**src/verilog/core_defines.svh**
```systemverilog
`ifndef CORE_DEFINES_SVH
`define CORE_DEFINES_SVH

// memory size in 32-bit words
`define CORE_MEM_WORDS 256

// first fetch address after reset
`define CORE_RESET_PC 32'h0000_0000

// integer register and data width
`define CORE_XLEN 32

`endif
```
**src/verilog/rv_isa_pkg.sv**
```systemverilog
package rv_isa_pkg;

    // major opcodes
    localparam logic [6:0] OPC_OP     = 7'b0110011;
    localparam logic [6:0] OPC_OP_IMM = 7'b0010011;
    localparam logic [6:0] OPC_LOAD   = 7'b0000011;
    localparam logic [6:0] OPC_STORE  = 7'b0100011;

    // funct3 for OP and OP_IMM
    localparam logic [2:0] F3_ADD_SUB = 3'b000;
    localparam logic [2:0] F3_SLL     = 3'b001;
    localparam logic [2:0] F3_SLT     = 3'b010;
    localparam logic [2:0] F3_SLTU    = 3'b011;
    localparam logic [2:0] F3_XOR     = 3'b100;
    localparam logic [2:0] F3_SRL_SRA = 3'b101;
    localparam logic [2:0] F3_OR      = 3'b110;
    localparam logic [2:0] F3_AND     = 3'b111;

    // word width for LW and SW
    localparam logic [2:0] F3_WORD    = 3'b010;

    localparam logic [6:0] F7_BASE    = 7'b0000000;
    localparam logic [6:0] F7_ALT     = 7'b0100000;

    typedef struct packed {
        logic [6:0] funct7;
        logic [4:0] rs2;
        logic [4:0] rs1;
        logic [2:0] funct3;
        logic [4:0] rd;
        logic [6:0] opcode;
    } r_fmt_t;

    typedef struct packed {
        logic [11:0] imm;
        logic [4:0]  rs1;
        logic [2:0]  funct3;
        logic [4:0]  rd;
        logic [6:0]  opcode;
    } i_fmt_t;

    typedef struct packed {
        logic [6:0] imm_hi;
        logic [4:0] rs2;
        logic [4:0] rs1;
        logic [2:0] funct3;
        logic [4:0] imm_lo;
        logic [6:0] opcode;
    } s_fmt_t;

    // one instruction word seen through each encoding
    typedef union packed {
        r_fmt_t r_fmt;
        i_fmt_t i_fmt;
        s_fmt_t s_fmt;
    } inst_t;

    typedef enum logic [3:0] {
        ALU_ADD, ALU_SUB, ALU_AND, ALU_OR, ALU_XOR,
        ALU_SLL, ALU_SRL, ALU_SRA, ALU_SLT, ALU_SLTU
    } alu_op_e;

endpackage

```
**src/verilog/core_pkg.sv**
```systemverilog
`include "core_defines.svh"

package core_pkg;

    typedef enum logic [2:0] {
        STAGE_FETCH,
        STAGE_DECODE,
        STAGE_EXECUTE,
        STAGE_MEMORY,
        STAGE_WRITEBACK
    } stage_e;

    typedef struct packed {
        logic [4:0]            rs1;
        logic [4:0]            rs2;
        logic [4:0]            rd;
        logic [`CORE_XLEN-1:0] imm;
        rv_isa_pkg::alu_op_e   alu_op;
        logic                  use_imm;
        logic                  reg_write;
        logic                  mem_read;
        logic                  mem_write;
        logic                  illegal;
    } decoded_t;

    // addr is a byte address, low two bits unused
    typedef struct packed {
        logic                  read;
        logic                  write;
        logic [`CORE_XLEN-1:0] addr;
        logic [`CORE_XLEN-1:0] wdata;
    } dmem_req_t;

    typedef struct packed {
        logic [`CORE_XLEN-1:0] pc;
        logic [4:0]            rd;
        logic [`CORE_XLEN-1:0] value;
        logic                  reg_write;
    } retire_t;

endpackage

```
**src/verilog/core.sv**
```systemverilog
`include "core_defines.svh"

module core (
    input  logic                  clk,
    input  logic                  rst,
    output logic [`CORE_XLEN-1:0] imem_addr,
    input  logic [`CORE_XLEN-1:0] imem_data,
    output core_pkg::dmem_req_t   dmem_req,
    input  logic [`CORE_XLEN-1:0] dmem_rdata,
    output logic                  retire,
    output core_pkg::retire_t     retire_info
);

    core_pkg::stage_e      stage;
    logic [`CORE_XLEN-1:0] pc;
    logic [`CORE_XLEN-1:0] inst_pc;
    rv_isa_pkg::inst_t     fetched;
    rv_isa_pkg::inst_t     ir;
    core_pkg::decoded_t    dec;
    logic [`CORE_XLEN-1:0] rs1_data;
    logic [`CORE_XLEN-1:0] rs2_data;
    logic [`CORE_XLEN-1:0] rs1_q;
    logic [`CORE_XLEN-1:0] rs2_q;
    logic [`CORE_XLEN-1:0] alu_b;
    logic [`CORE_XLEN-1:0] alu_result;
    logic [`CORE_XLEN-1:0] alu_q;
    logic [`CORE_XLEN-1:0] wb_value;
    logic                  rf_we;

    assign imem_addr = pc;
    assign fetched   = imem_data;

    decoder u_decoder (
        .inst (ir),
        .dec  (dec)
    );

    // operand reads use the word as it arrives from memory
    register_file u_register_file (
        .clk      (clk),
        .rst      (rst),
        .rs1_addr (fetched.r_fmt.rs1),
        .rs2_addr (fetched.r_fmt.rs2),
        .rs1_data (rs1_data),
        .rs2_data (rs2_data),
        .we       (rf_we),
        .rd_addr  (dec.rd),
        .rd_data  (wb_value)
    );

    assign alu_b = dec.use_imm ? dec.imm : rs2_q;

    alu u_alu (
        .op     (dec.alu_op),
        .a      (rs1_q),
        .b      (alu_b),
        .result (alu_result)
    );

    always_ff @(posedge clk) begin
        if (rst) begin
            stage  <= core_pkg::STAGE_FETCH;
            pc     <= `CORE_RESET_PC;
            retire <= 1'b0;
        end else begin
            // high for the whole writeback cycle
            retire <= stage == core_pkg::STAGE_MEMORY;
            case (stage)
                core_pkg::STAGE_FETCH: begin
                    pc    <= pc + `CORE_XLEN'd4;
                    stage <= core_pkg::STAGE_DECODE;
                end
                core_pkg::STAGE_DECODE:  stage <= core_pkg::STAGE_EXECUTE;
                core_pkg::STAGE_EXECUTE: stage <= core_pkg::STAGE_MEMORY;
                core_pkg::STAGE_MEMORY:  stage <= core_pkg::STAGE_WRITEBACK;
                default:                 stage <= core_pkg::STAGE_FETCH;
            endcase
        end
    end

    always_ff @(posedge clk) begin
        case (stage)
            core_pkg::STAGE_FETCH: inst_pc <= pc;
            core_pkg::STAGE_DECODE: begin
                ir    <= fetched;
                rs1_q <= rs1_data;
                rs2_q <= rs2_data;
            end
            // also the LW/SW byte address
            core_pkg::STAGE_EXECUTE: alu_q <= alu_result;
            default: ;
        endcase
    end

    assign dmem_req.read  = stage == core_pkg::STAGE_MEMORY && dec.mem_read;
    assign dmem_req.write = stage == core_pkg::STAGE_MEMORY && dec.mem_write;
    assign dmem_req.addr  = alu_q;
    assign dmem_req.wdata = rs2_q;

    assign wb_value = dec.mem_read ? dmem_rdata : alu_q;
    assign rf_we    = stage == core_pkg::STAGE_WRITEBACK && dec.reg_write;

    assign retire_info.pc        = inst_pc;
    assign retire_info.rd        = dec.rd;
    assign retire_info.value     = wb_value;
    assign retire_info.reg_write = dec.reg_write;

    a_one_strobe: assert property (@(posedge clk) disable iff (rst)
        !(dmem_req.read && dmem_req.write));

    a_retire_in_wb: assert property (@(posedge clk) disable iff (rst)
        retire |-> stage == core_pkg::STAGE_WRITEBACK);

endmodule

```
**src/verilog/register_file.sv**
```systemverilog
`include "core_defines.svh"

module register_file (
    input  logic                  clk,
    input  logic                  rst,
    input  logic [4:0]            rs1_addr,
    input  logic [4:0]            rs2_addr,
    output logic [`CORE_XLEN-1:0] rs1_data,
    output logic [`CORE_XLEN-1:0] rs2_data,
    input  logic                  we,
    input  logic [4:0]            rd_addr,
    input  logic [`CORE_XLEN-1:0] rd_data
);

    logic [`CORE_XLEN-1:0] regs [32];

    always_ff @(posedge clk) begin
        if (rst) begin
            for (int i = 0; i < 32; i++) begin
                regs[i] <= '0;
            end
        end else if (we && rd_addr != 5'd0) begin
            regs[rd_addr] <= rd_data;
        end
    end

    // x0 is hardwired
    assign rs1_data = (rs1_addr == 5'd0) ? '0 : regs[rs1_addr];
    assign rs2_data = (rs2_addr == 5'd0) ? '0 : regs[rs2_addr];

endmodule

```
**src/verilog/alu.sv**
```systemverilog
`include "core_defines.svh"

module alu (
    input  rv_isa_pkg::alu_op_e   op,
    input  logic [`CORE_XLEN-1:0] a,
    input  logic [`CORE_XLEN-1:0] b,
    output logic [`CORE_XLEN-1:0] result
);

    logic [4:0] shamt;
    logic       lt_signed;
    logic       lt_unsigned;

    assign shamt       = b[4:0];
    assign lt_signed   = $signed(a) < $signed(b);
    assign lt_unsigned = a < b;

    always_comb begin
        case (op)
            rv_isa_pkg::ALU_ADD:  result = a + b;
            rv_isa_pkg::ALU_SUB:  result = a - b;
            rv_isa_pkg::ALU_AND:  result = a & b;
            rv_isa_pkg::ALU_OR:   result = a | b;
            rv_isa_pkg::ALU_XOR:  result = a ^ b;
            rv_isa_pkg::ALU_SLL:  result = a << shamt;
            rv_isa_pkg::ALU_SRL:  result = a >> shamt;
            // arithmetic shift keeps the sign
            rv_isa_pkg::ALU_SRA:  result = $signed(a) >>> shamt;
            rv_isa_pkg::ALU_SLT:  result = {{(`CORE_XLEN-1){1'b0}}, lt_signed};
            rv_isa_pkg::ALU_SLTU: result = {{(`CORE_XLEN-1){1'b0}}, lt_unsigned};
            default:              result = '0;
        endcase
    end

endmodule

```
**src/verilog/decoder.sv**
```systemverilog
`include "core_defines.svh"

module decoder (
    input  rv_isa_pkg::inst_t  inst,
    output core_pkg::decoded_t dec
);

    logic                  f7_base;
    logic                  f7_alt;
    logic                  shift_f3;
    logic [`CORE_XLEN-1:0] imm_i;
    logic [`CORE_XLEN-1:0] imm_s;

    function automatic rv_isa_pkg::alu_op_e funct3_op(input logic [2:0] funct3, input logic alt);
        rv_isa_pkg::alu_op_e op;
        case (funct3)
            rv_isa_pkg::F3_ADD_SUB: op = alt ? rv_isa_pkg::ALU_SUB : rv_isa_pkg::ALU_ADD;
            rv_isa_pkg::F3_SLL:     op = rv_isa_pkg::ALU_SLL;
            rv_isa_pkg::F3_SLT:     op = rv_isa_pkg::ALU_SLT;
            rv_isa_pkg::F3_SLTU:    op = rv_isa_pkg::ALU_SLTU;
            rv_isa_pkg::F3_XOR:     op = rv_isa_pkg::ALU_XOR;
            rv_isa_pkg::F3_SRL_SRA: op = alt ? rv_isa_pkg::ALU_SRA : rv_isa_pkg::ALU_SRL;
            rv_isa_pkg::F3_OR:      op = rv_isa_pkg::ALU_OR;
            default:                op = rv_isa_pkg::ALU_AND;
        endcase
        return op;
    endfunction

    assign f7_base  = inst.r_fmt.funct7 == rv_isa_pkg::F7_BASE;
    assign f7_alt   = inst.r_fmt.funct7 == rv_isa_pkg::F7_ALT;
    assign shift_f3 = inst.r_fmt.funct3 inside {rv_isa_pkg::F3_SLL, rv_isa_pkg::F3_SRL_SRA};

    assign imm_i = {{(`CORE_XLEN-12){inst.i_fmt.imm[11]}}, inst.i_fmt.imm};
    assign imm_s = {{(`CORE_XLEN-12){inst.s_fmt.imm_hi[6]}}, inst.s_fmt.imm_hi, inst.s_fmt.imm_lo};

    always_comb begin
        dec           = '0;
        dec.rs1       = inst.r_fmt.rs1;
        dec.rs2       = inst.r_fmt.rs2;
        dec.rd        = inst.r_fmt.rd;
        dec.imm       = imm_i;
        dec.alu_op    = rv_isa_pkg::ALU_ADD;
        case (inst.r_fmt.opcode)
            rv_isa_pkg::OPC_OP: begin
                dec.alu_op    = funct3_op(inst.r_fmt.funct3, f7_alt);
                dec.reg_write = 1'b1;
                dec.illegal   = !(f7_base || (f7_alt && inst.r_fmt.funct3 inside
                                  {rv_isa_pkg::F3_ADD_SUB, rv_isa_pkg::F3_SRL_SRA}));
            end
            rv_isa_pkg::OPC_OP_IMM: begin
                // upper imm bits act as funct7 only for shifts
                dec.alu_op    = funct3_op(inst.i_fmt.funct3,
                                          f7_alt && inst.i_fmt.funct3 == rv_isa_pkg::F3_SRL_SRA);
                dec.use_imm   = 1'b1;
                dec.reg_write = 1'b1;
                dec.illegal   = shift_f3 && !(f7_base || (f7_alt &&
                                inst.i_fmt.funct3 == rv_isa_pkg::F3_SRL_SRA));
            end
            rv_isa_pkg::OPC_LOAD: begin
                dec.use_imm   = 1'b1;
                dec.reg_write = 1'b1;
                dec.mem_read  = 1'b1;
                dec.illegal   = inst.i_fmt.funct3 != rv_isa_pkg::F3_WORD;
            end
            rv_isa_pkg::OPC_STORE: begin
                dec.imm       = imm_s;
                dec.use_imm   = 1'b1;
                dec.mem_write = 1'b1;
                dec.illegal   = inst.s_fmt.funct3 != rv_isa_pkg::F3_WORD;
            end
            default: dec.illegal = 1'b1;
        endcase
        // illegal words retire as no-ops
        if (dec.illegal) begin
            dec.reg_write = 1'b0;
            dec.mem_read  = 1'b0;
            dec.mem_write = 1'b0;
        end
    end

endmodule

```
**config.mk**
```make
export PLATFORM = sky130hd
export DESIGN_NAME = core
export DESIGN_NICKNAME = d
export VERILOG_FILES = /design/src/verilog/rv_isa_pkg.sv /design/src/verilog/core_pkg.sv /design/src/verilog/core.sv /design/src/verilog/register_file.sv /design/src/verilog/alu.sv /design/src/verilog/decoder.sv
export VERILOG_INCLUDE_DIRS = /design/src /design/src/verilog
export SDC_FILE = /design/constraint.sdc
export NUM_CORES = 2
export LEC_CHECK = 0
export BUFFER_PORTS_ARGS = -buffer_cell sky130_fd_sc_hd__buf_2
export CORE_MARGIN = 1.5
export CORE_UTILIZATION = 40
export CTS_CLUSTER_SIZE = 24
export DETAILED_ROUTE_END_ITERATION = 16
export HOLD_SLACK_MARGIN = 0.1
export MAX_ROUTING_LAYER = met4
export PLACE_DENSITY = 0.57
export SYNTH_ARGS = -nofsm -noshare
export SYNTH_HDL_FRONTEND = slang
export SYNTH_SLANG_ARGS = --single-unit
```
**constraint.sdc**
```tcl
create_clock -name clk -period 9.4 [get_ports clk]
set_input_delay 0.47 -clock clk [delete_from_list [all_inputs] [get_ports clk]]
set_output_delay 0.47 -clock clk [all_outputs]
set_load 0.01 [all_outputs]
```
== Word level (Yosys, flattened, before mapping) ==
Memories as Yosys holds them, arrays and structs flattened. A register that Yosys moved wholly into a read port is not among the register bits.
Cells that the tools add are included.

* Reductions and logical operators: 24
* Add/sub/neg operators: 3
* Order comparisons: 2
* Shift operators: 3
* Equal/unequal tests: 25
* Bitwise operators: 3
* Mux-type cells: 26

{| class="wikitable"
|+ Operator list
! cell !! count
|-
| $pmux 32 s10 || 1
|-
| $mux 32 || 3
|-
| $lt 32x32->1 || 2
|-
| $pmux 4 s7 || 2
|-
| $add 32x3->32 const B || 1
|-
| $add 32x32->32 || 1
|-
| $and 32x32->32 || 1
|-
| $or 32x32->32 || 1
|-
| $reduce_or 32->1 || 1
|-
| $shl 32x5->32 || 1
|-
| $shr 32x5->32 || 1
|-
| $sshr 32x5->32 || 1
|-
| $sub 32x32->32 || 1
|-
| $xor 32x32->32 || 1
|-
| $eq 7x6->1 const B || 3
|-
| $eq 4x3->1 const B || 4
|-
| $mux 1 || 14
|-
| $eq 3x2->1 const B || 4
|-
| $eq 3x3->1 const B || 4
|-
| $pmux 3 s4 || 1
|-
| $logic_not 5->1 || 2
|-
| $mux 5 || 2
|-
| $eq 4x2->1 const B || 2
|-
| $eq 4x4->1 const B || 2
|-
| other kinds (18) || 30
|}

* Memory bits (writable): 1,024
* Bits of input ports: 66
* Bits in registers: 132
* Logic and storage cells: 93
* Memories: 1

{| class="wikitable"
|+ Memory list
! memory !! words !! width !! rd ports !! clocked after memory_dff !! wr ports !! line !! source
|-
| u_register_file.regs || 32 || 32 || 2 || 2 || 32 || register_file.sv:15 || <nowiki>logic [`CORE_XLEN-1:0] regs [32];</nowiki>
|}

== Logic depth before layout (Yosys ltp) ==
* Depth after elaboration: 14
* Depth in mapped cells: 22
* Mapped depth without buffers: 16

== Modules after synthesis ==
Synthesis repeated with hierarchy kept, for this count alone.

* Cells, all modules: 5,283
* Area total of the unflattened synthesis: 70,591.5 µm²

{| class="wikitable"
|+ Modules (own cells, without submodules)
! module !! area an instance (µm²) !! times used !! cells each !! seq. area each (µm²)
|-
| register_file || 54,253.3 || 1 || 3,502 || 30,749.5
|-
| alu || 8,524.4 || 1 || 1,272 || 0.0
|-
| core || 7,216.9 || 1 || 425 || 5,425.2
|-
| decoder || 596.8 || 1 || 84 || 0.0
|}

== Worst setup path before layout ==
OpenSTA, ideal clock, no wires.

* Path type: register to register
* Start point: register stage[0]
* End point: register ir[0] (netlist name), enable pin
* Required time: 8.726 ns
* Cell stages (with the launch flop): 2
* Path slack: 1.635 ns
* Setup time: 0.674 ns
* Arrival time: 7.092 ns
* Buffers on the path: 0
* Cells stage by stage: dfxtp_1 nor3b_1

* Longest elaborated chain between the ends: 1

{| class="wikitable"
|+ Ends and longest elaborated chain
! what !! line !! source
|-
| from (decl) || core.sv:14 || <nowiki>core_pkg::stage_e stage;</nowiki>
|-
| from (signal assigned) || core.sv:62 || <nowiki>stage <= core_pkg::STAGE_FETCH;</nowiki>
|-
| from (signal assigned) || core.sv:71 || <nowiki>stage <= core_pkg::STAGE_DECODE;</nowiki>
|-
| from (signal assigned) || core.sv:73 || <nowiki>core_pkg::STAGE_DECODE: stage <= core_pkg::STAGE_EXECUTE;</nowiki>
|-
| $eq 3x1->1 || core.sv:82 || <nowiki>case (stage)</nowiki>
|-
| to (signal assigned) || core.sv:85 || <nowiki>ir <= fetched;</nowiki>
|-
| to (decl) || core.sv:18 || <nowiki>rv_isa_pkg::inst_t ir;</nowiki>
|}

No other way between the ends.
A chain may end at the register's enable or synchronous reset.

== Final worst setup path ==
* Start point: register ir[5] (netlist name)
* End point: register alu_q[29], data pin

* Longest elaborated chain between the ends: 6
* Elaborated cells between the ends (all ways): 28
* Classes of those cells: add/sub: 2; eq/ne: 13; shift: 3; mux: 5; bitwise: 3; reduce/logical: 2

{| class="wikitable"
|+ Ends and longest elaborated chain
! what !! line !! source
|-
| $eq 7x5->1 (tied with other cells) || decoder.sv:43 || <nowiki>case (inst.r_fmt.opcode)</nowiki>
|-
| $reduce_or 3->1 (no line) || - ||
|-
| $mux 1 || decoder.sv:43 ||
|-
| $mux 32 || core.sv:51 || <nowiki>assign alu_b = dec.use_imm ? dec.imm : rs2_q;</nowiki>
|-
| $sub 32x32->32 (tied with other cells) || alu.sv:21 || <nowiki>rv_isa_pkg::ALU_SUB: result = a - b;</nowiki>
|-
| $pmux 32 s10 (*) || alu.sv:19 || <nowiki>case (op)</nowiki>
|-
| named net alu_result[29] || core.sv:25 || <nowiki>logic [`CORE_XLEN-1:0] alu_result;</nowiki>
|-
| to (signal assigned) || core.sv:90 || <nowiki>core_pkg::STAGE_EXECUTE: alu_q <= alu_result;</nowiki>
|-
| to (decl) || core.sv:26 || <nowiki>logic [`CORE_XLEN-1:0] alu_q;</nowiki>
|}

The timed path passes the listed nets; every way through them passes the cells marked *.

==> flow_summary_export.csv <==
group,metric,value,unit
run_status,status,"finished, final reports clean",
die,die_h,416,microns
yosys,ys_seq_area_share,52.9,%
clocking,cts_buffers,137,
sta,max_freq,169,MHz
worst_setup_path,reg2regPathDepth,12,
worst_setup_path,cp_slowest_stage_delay,710,ps
grt,grt.total_usage,33.0,%
worst_setup_path,slowest_stage,"o211ai_1",
power,power.density,185,nW/um^2
worst_setup_path,r2r_start,"ir[5]",
power,max-vdd-ir-drop,178,uV
die,die_x,416,microns
grt,antenna_found_initial,8,
detailed_routing,wl,282000,microns
yosys,synth.distinct_cells,98,
clocking,clkTransAtPathRegs,60,ps
worst_hold_path,min_to,"ir[21]",
sta,fin_crit_sh,62.8,%
sta,setup_tns,0,ps
clocking,post_cts_buffers,0,
yosys,ys_ff_latch,1211,
finish,syn_to_final_growth,12.7,%
worst_setup_path,required,9910,ps
worst_setup_path,critical_path.endpoint_type,"register",
finish,drive_gt1_share,23.7,%
yosys,synth-edff-count,1177,
place,place_congestion,1.05,
worst_hold_path,hold_path_depth,1,
power,finalPower,14200,uW
detailed_routing,dr.pass1.iters,8,
die,rows,151,
worst_setup_path,arrival,6410,ps
worst_setup_path,path_max_fanout,38,
power,power_leakage,0.0286,uW
clocking,cts-htree-levels,4,
sta,rsz0062_at_grt,"false",
sta,tightest_slew,1350,ps
clocking,cts_sinks,1211,
place,io_buffers,230,
sta,max-slew-margin-rel,10.2,%
sta,setup_viol,0,
yosys,syn_area,68100,sq um
clocking,clock_latency,790,ps
worst_setup_path,start_kind,"register",
yosys,ys.flop_type,"edfxtp_1",
detailed_routing,drt_iter0_drc,6829,
sta,skew,42.4,ps
die,io_pins,235,
detailed_routing,num_vias,50600,
place,hpwl,183000,microns
die,start_util,40.2,%
job,drv_cap,0,
detailed_routing,drc,0,
grt,grt_remaining_overflow,0,
yosys,yosysTopAreaCell,"edfxtp_1",
worst_hold_path,hold_class,"in2reg",
yosys,ys_warn_count,0,
finish,fin_nets,5621,
worst_setup_path,path_class,"reg2reg",
yosys,postSynthCellCount,5375,
finish,layout_commonest_cell,"nor2_1",
worst_setup_path,rr_endpoint,"alu_q[29]",
finish,finalInstanceArea,76800,sq um
yosys,yosysTopAreaCellShare,51.9,%
worst_setup_path,crit_chain,"and3b_1, o211ai_1, nand2_2, inv_2, buf_4, mux2i_1, o21ai_0, nand3_1, o2111ai_1, a2111oi_0, o21ai_1, a211o_1",
die,core_area,169000,sq um
worst_setup_path,path_buf_inv,2,
die,die-area,173000,sq um
detailed_routing,ant_nets,0,
detailed_routing,drt-vias-per-instance,6.49,
clocking,cts_tree,"built",
grt,grt_first_pass_wirelength,387000,microns
yosys,async_reset_ff_share,0,%
worst_hold_path,min-delay-start,"imem_data[21]",
worst_setup_path,cp_top_family,"compound AO/OA/AOI/OAI gates",
grt,grt_max_degree,118,
sta,layout_min_cycle_time,5900,ps
clocking,postCtsResizedCells,0,
yosys,synth_area_per_cell,12.7,sq um
yosys,synth_area_leaders,"edfxtp_1 52%, mux4_2 18%, nor2_1 6.8%",
sta,drv_slew,0,
finish,layout_common_cells,"1232 x nor2_1, 1177 x edfxtp_1, 535 x mux4_2",
sta,finalHoldViolCount,0,
grt,grt_pass1_vias,48500,
clocking,clockBufferDepth,3,
worst_setup_path,rrSetupSlack,3500,ps
clocking,clockRootBuffer,"clkbuf_16",
place,place_area,72200,sq um
detailed_routing,wl_per_cell,36.2,microns
sta,holdWs,202,ps
==> Yosys cell counts, types with 10 or more instances <==
cell and n:
o221ai_1 48, mux2i_1 273, o21ai_0 106, nor2_1 1234, o22ai_1 47, a221o_1 11
xnor2_1 30, a211o_1 22, mux4_2 535, and2_1 10, a31oi_1 28, a221oi_1 44
nand3_1 56, a21oi_1 158, and3_1 23, a21o_1 37, o31ai_1 13, a211oi_1 70
nand2b_1 59, nand2_1 210, buf_1 66, ha_1 97, nor4_1 13, o211ai_1 45
buf_2 40, edfxtp_1 1177, nand4_1 12, o21bai_1 13, inv_1 139, mux2_2 50
a22oi_1 11, nor3_1 57, xor2_1 17, buf_4 19, dfxtp_1 34, clkbuf_1 388
nor2b_1 10
==> cells by family (layout without fill, tap and decap cells) <==
| family | after synthesis | in the layout | share of synthesized area (%) |
|---|---|---|---|
| buf+inv | 660 | 815 | 3.84 |
| simple gates | 1744 | 1744 | 10.6 |
| mux | 858 | 858 | 22.5 |
| xor+xnor | 47 | 47 | 0.604 |
| fa+ha+maj | 98 | 98 | 1.81 |
| other cells | 1 | 44 | 0.00550 |
| compound gates | 756 | 756 | 7.71 |
| flops | 1211 | 1211 | 52.9 |
==> metal layers <==
metal	track usage [%]	part of all wire [%]	vias to the layer above
met5	-	0	-
met4	19.6	7.3	0
met3	6.36	9.4	691
met2	50.2	46	3122
met1	41.2	37	26200
li1	-	-	20600
==> state kept, by name, indices dropped and copies added, names as in the netlist <==
register / count
u_register_file.regs: 1024
alu_q: 32
rs1_q: 32
rs2_q: 32
imem_addr: 30
inst_pc: 30
ir: 27
stage: 3
retire: 1
==> metrics by stage <==
stage / util, % / std cells / worst slack, ps
after detailed placement: 42.6 / 7514 / 3710
after global placement: 42.6 / 7514 / 3750
after global routing: 45.4 / 7786 / 3030
after CTS: 45.3 / 7783 / 3700
after floorplan: - / 5410 / 1630
final: 45.4 / 7791 / 3500
==> layout make-up <==
type / instances / area (sq um)
fill: 15300 / 92500
sequential: 1211 / 36000
multi-input combinational: 3539 / 30300
clock buffer: 182 / 3660
tap: 2218 / 2780
timing repair buffer: 424 / 2770
clock inverter: 65 / 702
inverter: 144 / 541
antenna: 8 / 20.0
==> repair_timing <==
| item | 4_1_cts | 5_1_grt |
|---|---|---|
| endpoints found under the setup margin | 0 | 0 |
| hold endpoints to repair | 22 | 0 |
| hold buffers | 22 | 0 |
==> power breakdown <==
part / switching, uW / internal (uW) / total [uW] / leakage (uW)
combinational: 1650 / 852 / 2510 / 0.0142
clock: 2340 / 2960 / 5310 / 0.00211
sequential: 208 / 6170 / 6380 / 0.0123
total: 4210 / 9980 / 14200 / 0.0286
==> worst max-delay path by stage <==
stage | end | startpoint | slack, ps | depth (start not counted)
6_report | alu_q[29] | ir[5] | 3500 | 12
5_1_grt | alu_q[29] | ir[5] | 3030 | 12
4_1_cts | alu_q[29] | ir[5] | 3700 | 12
3_5_place_dp | alu_q[31] | ir[5] | 3710 | 16
3_3_place_gp | alu_q[31] | ir[5] | 3750 | 16
2_1_floorplan | ir[0] | stage[0] | 1630 | 1
Power figures use the tool's default switching activity.
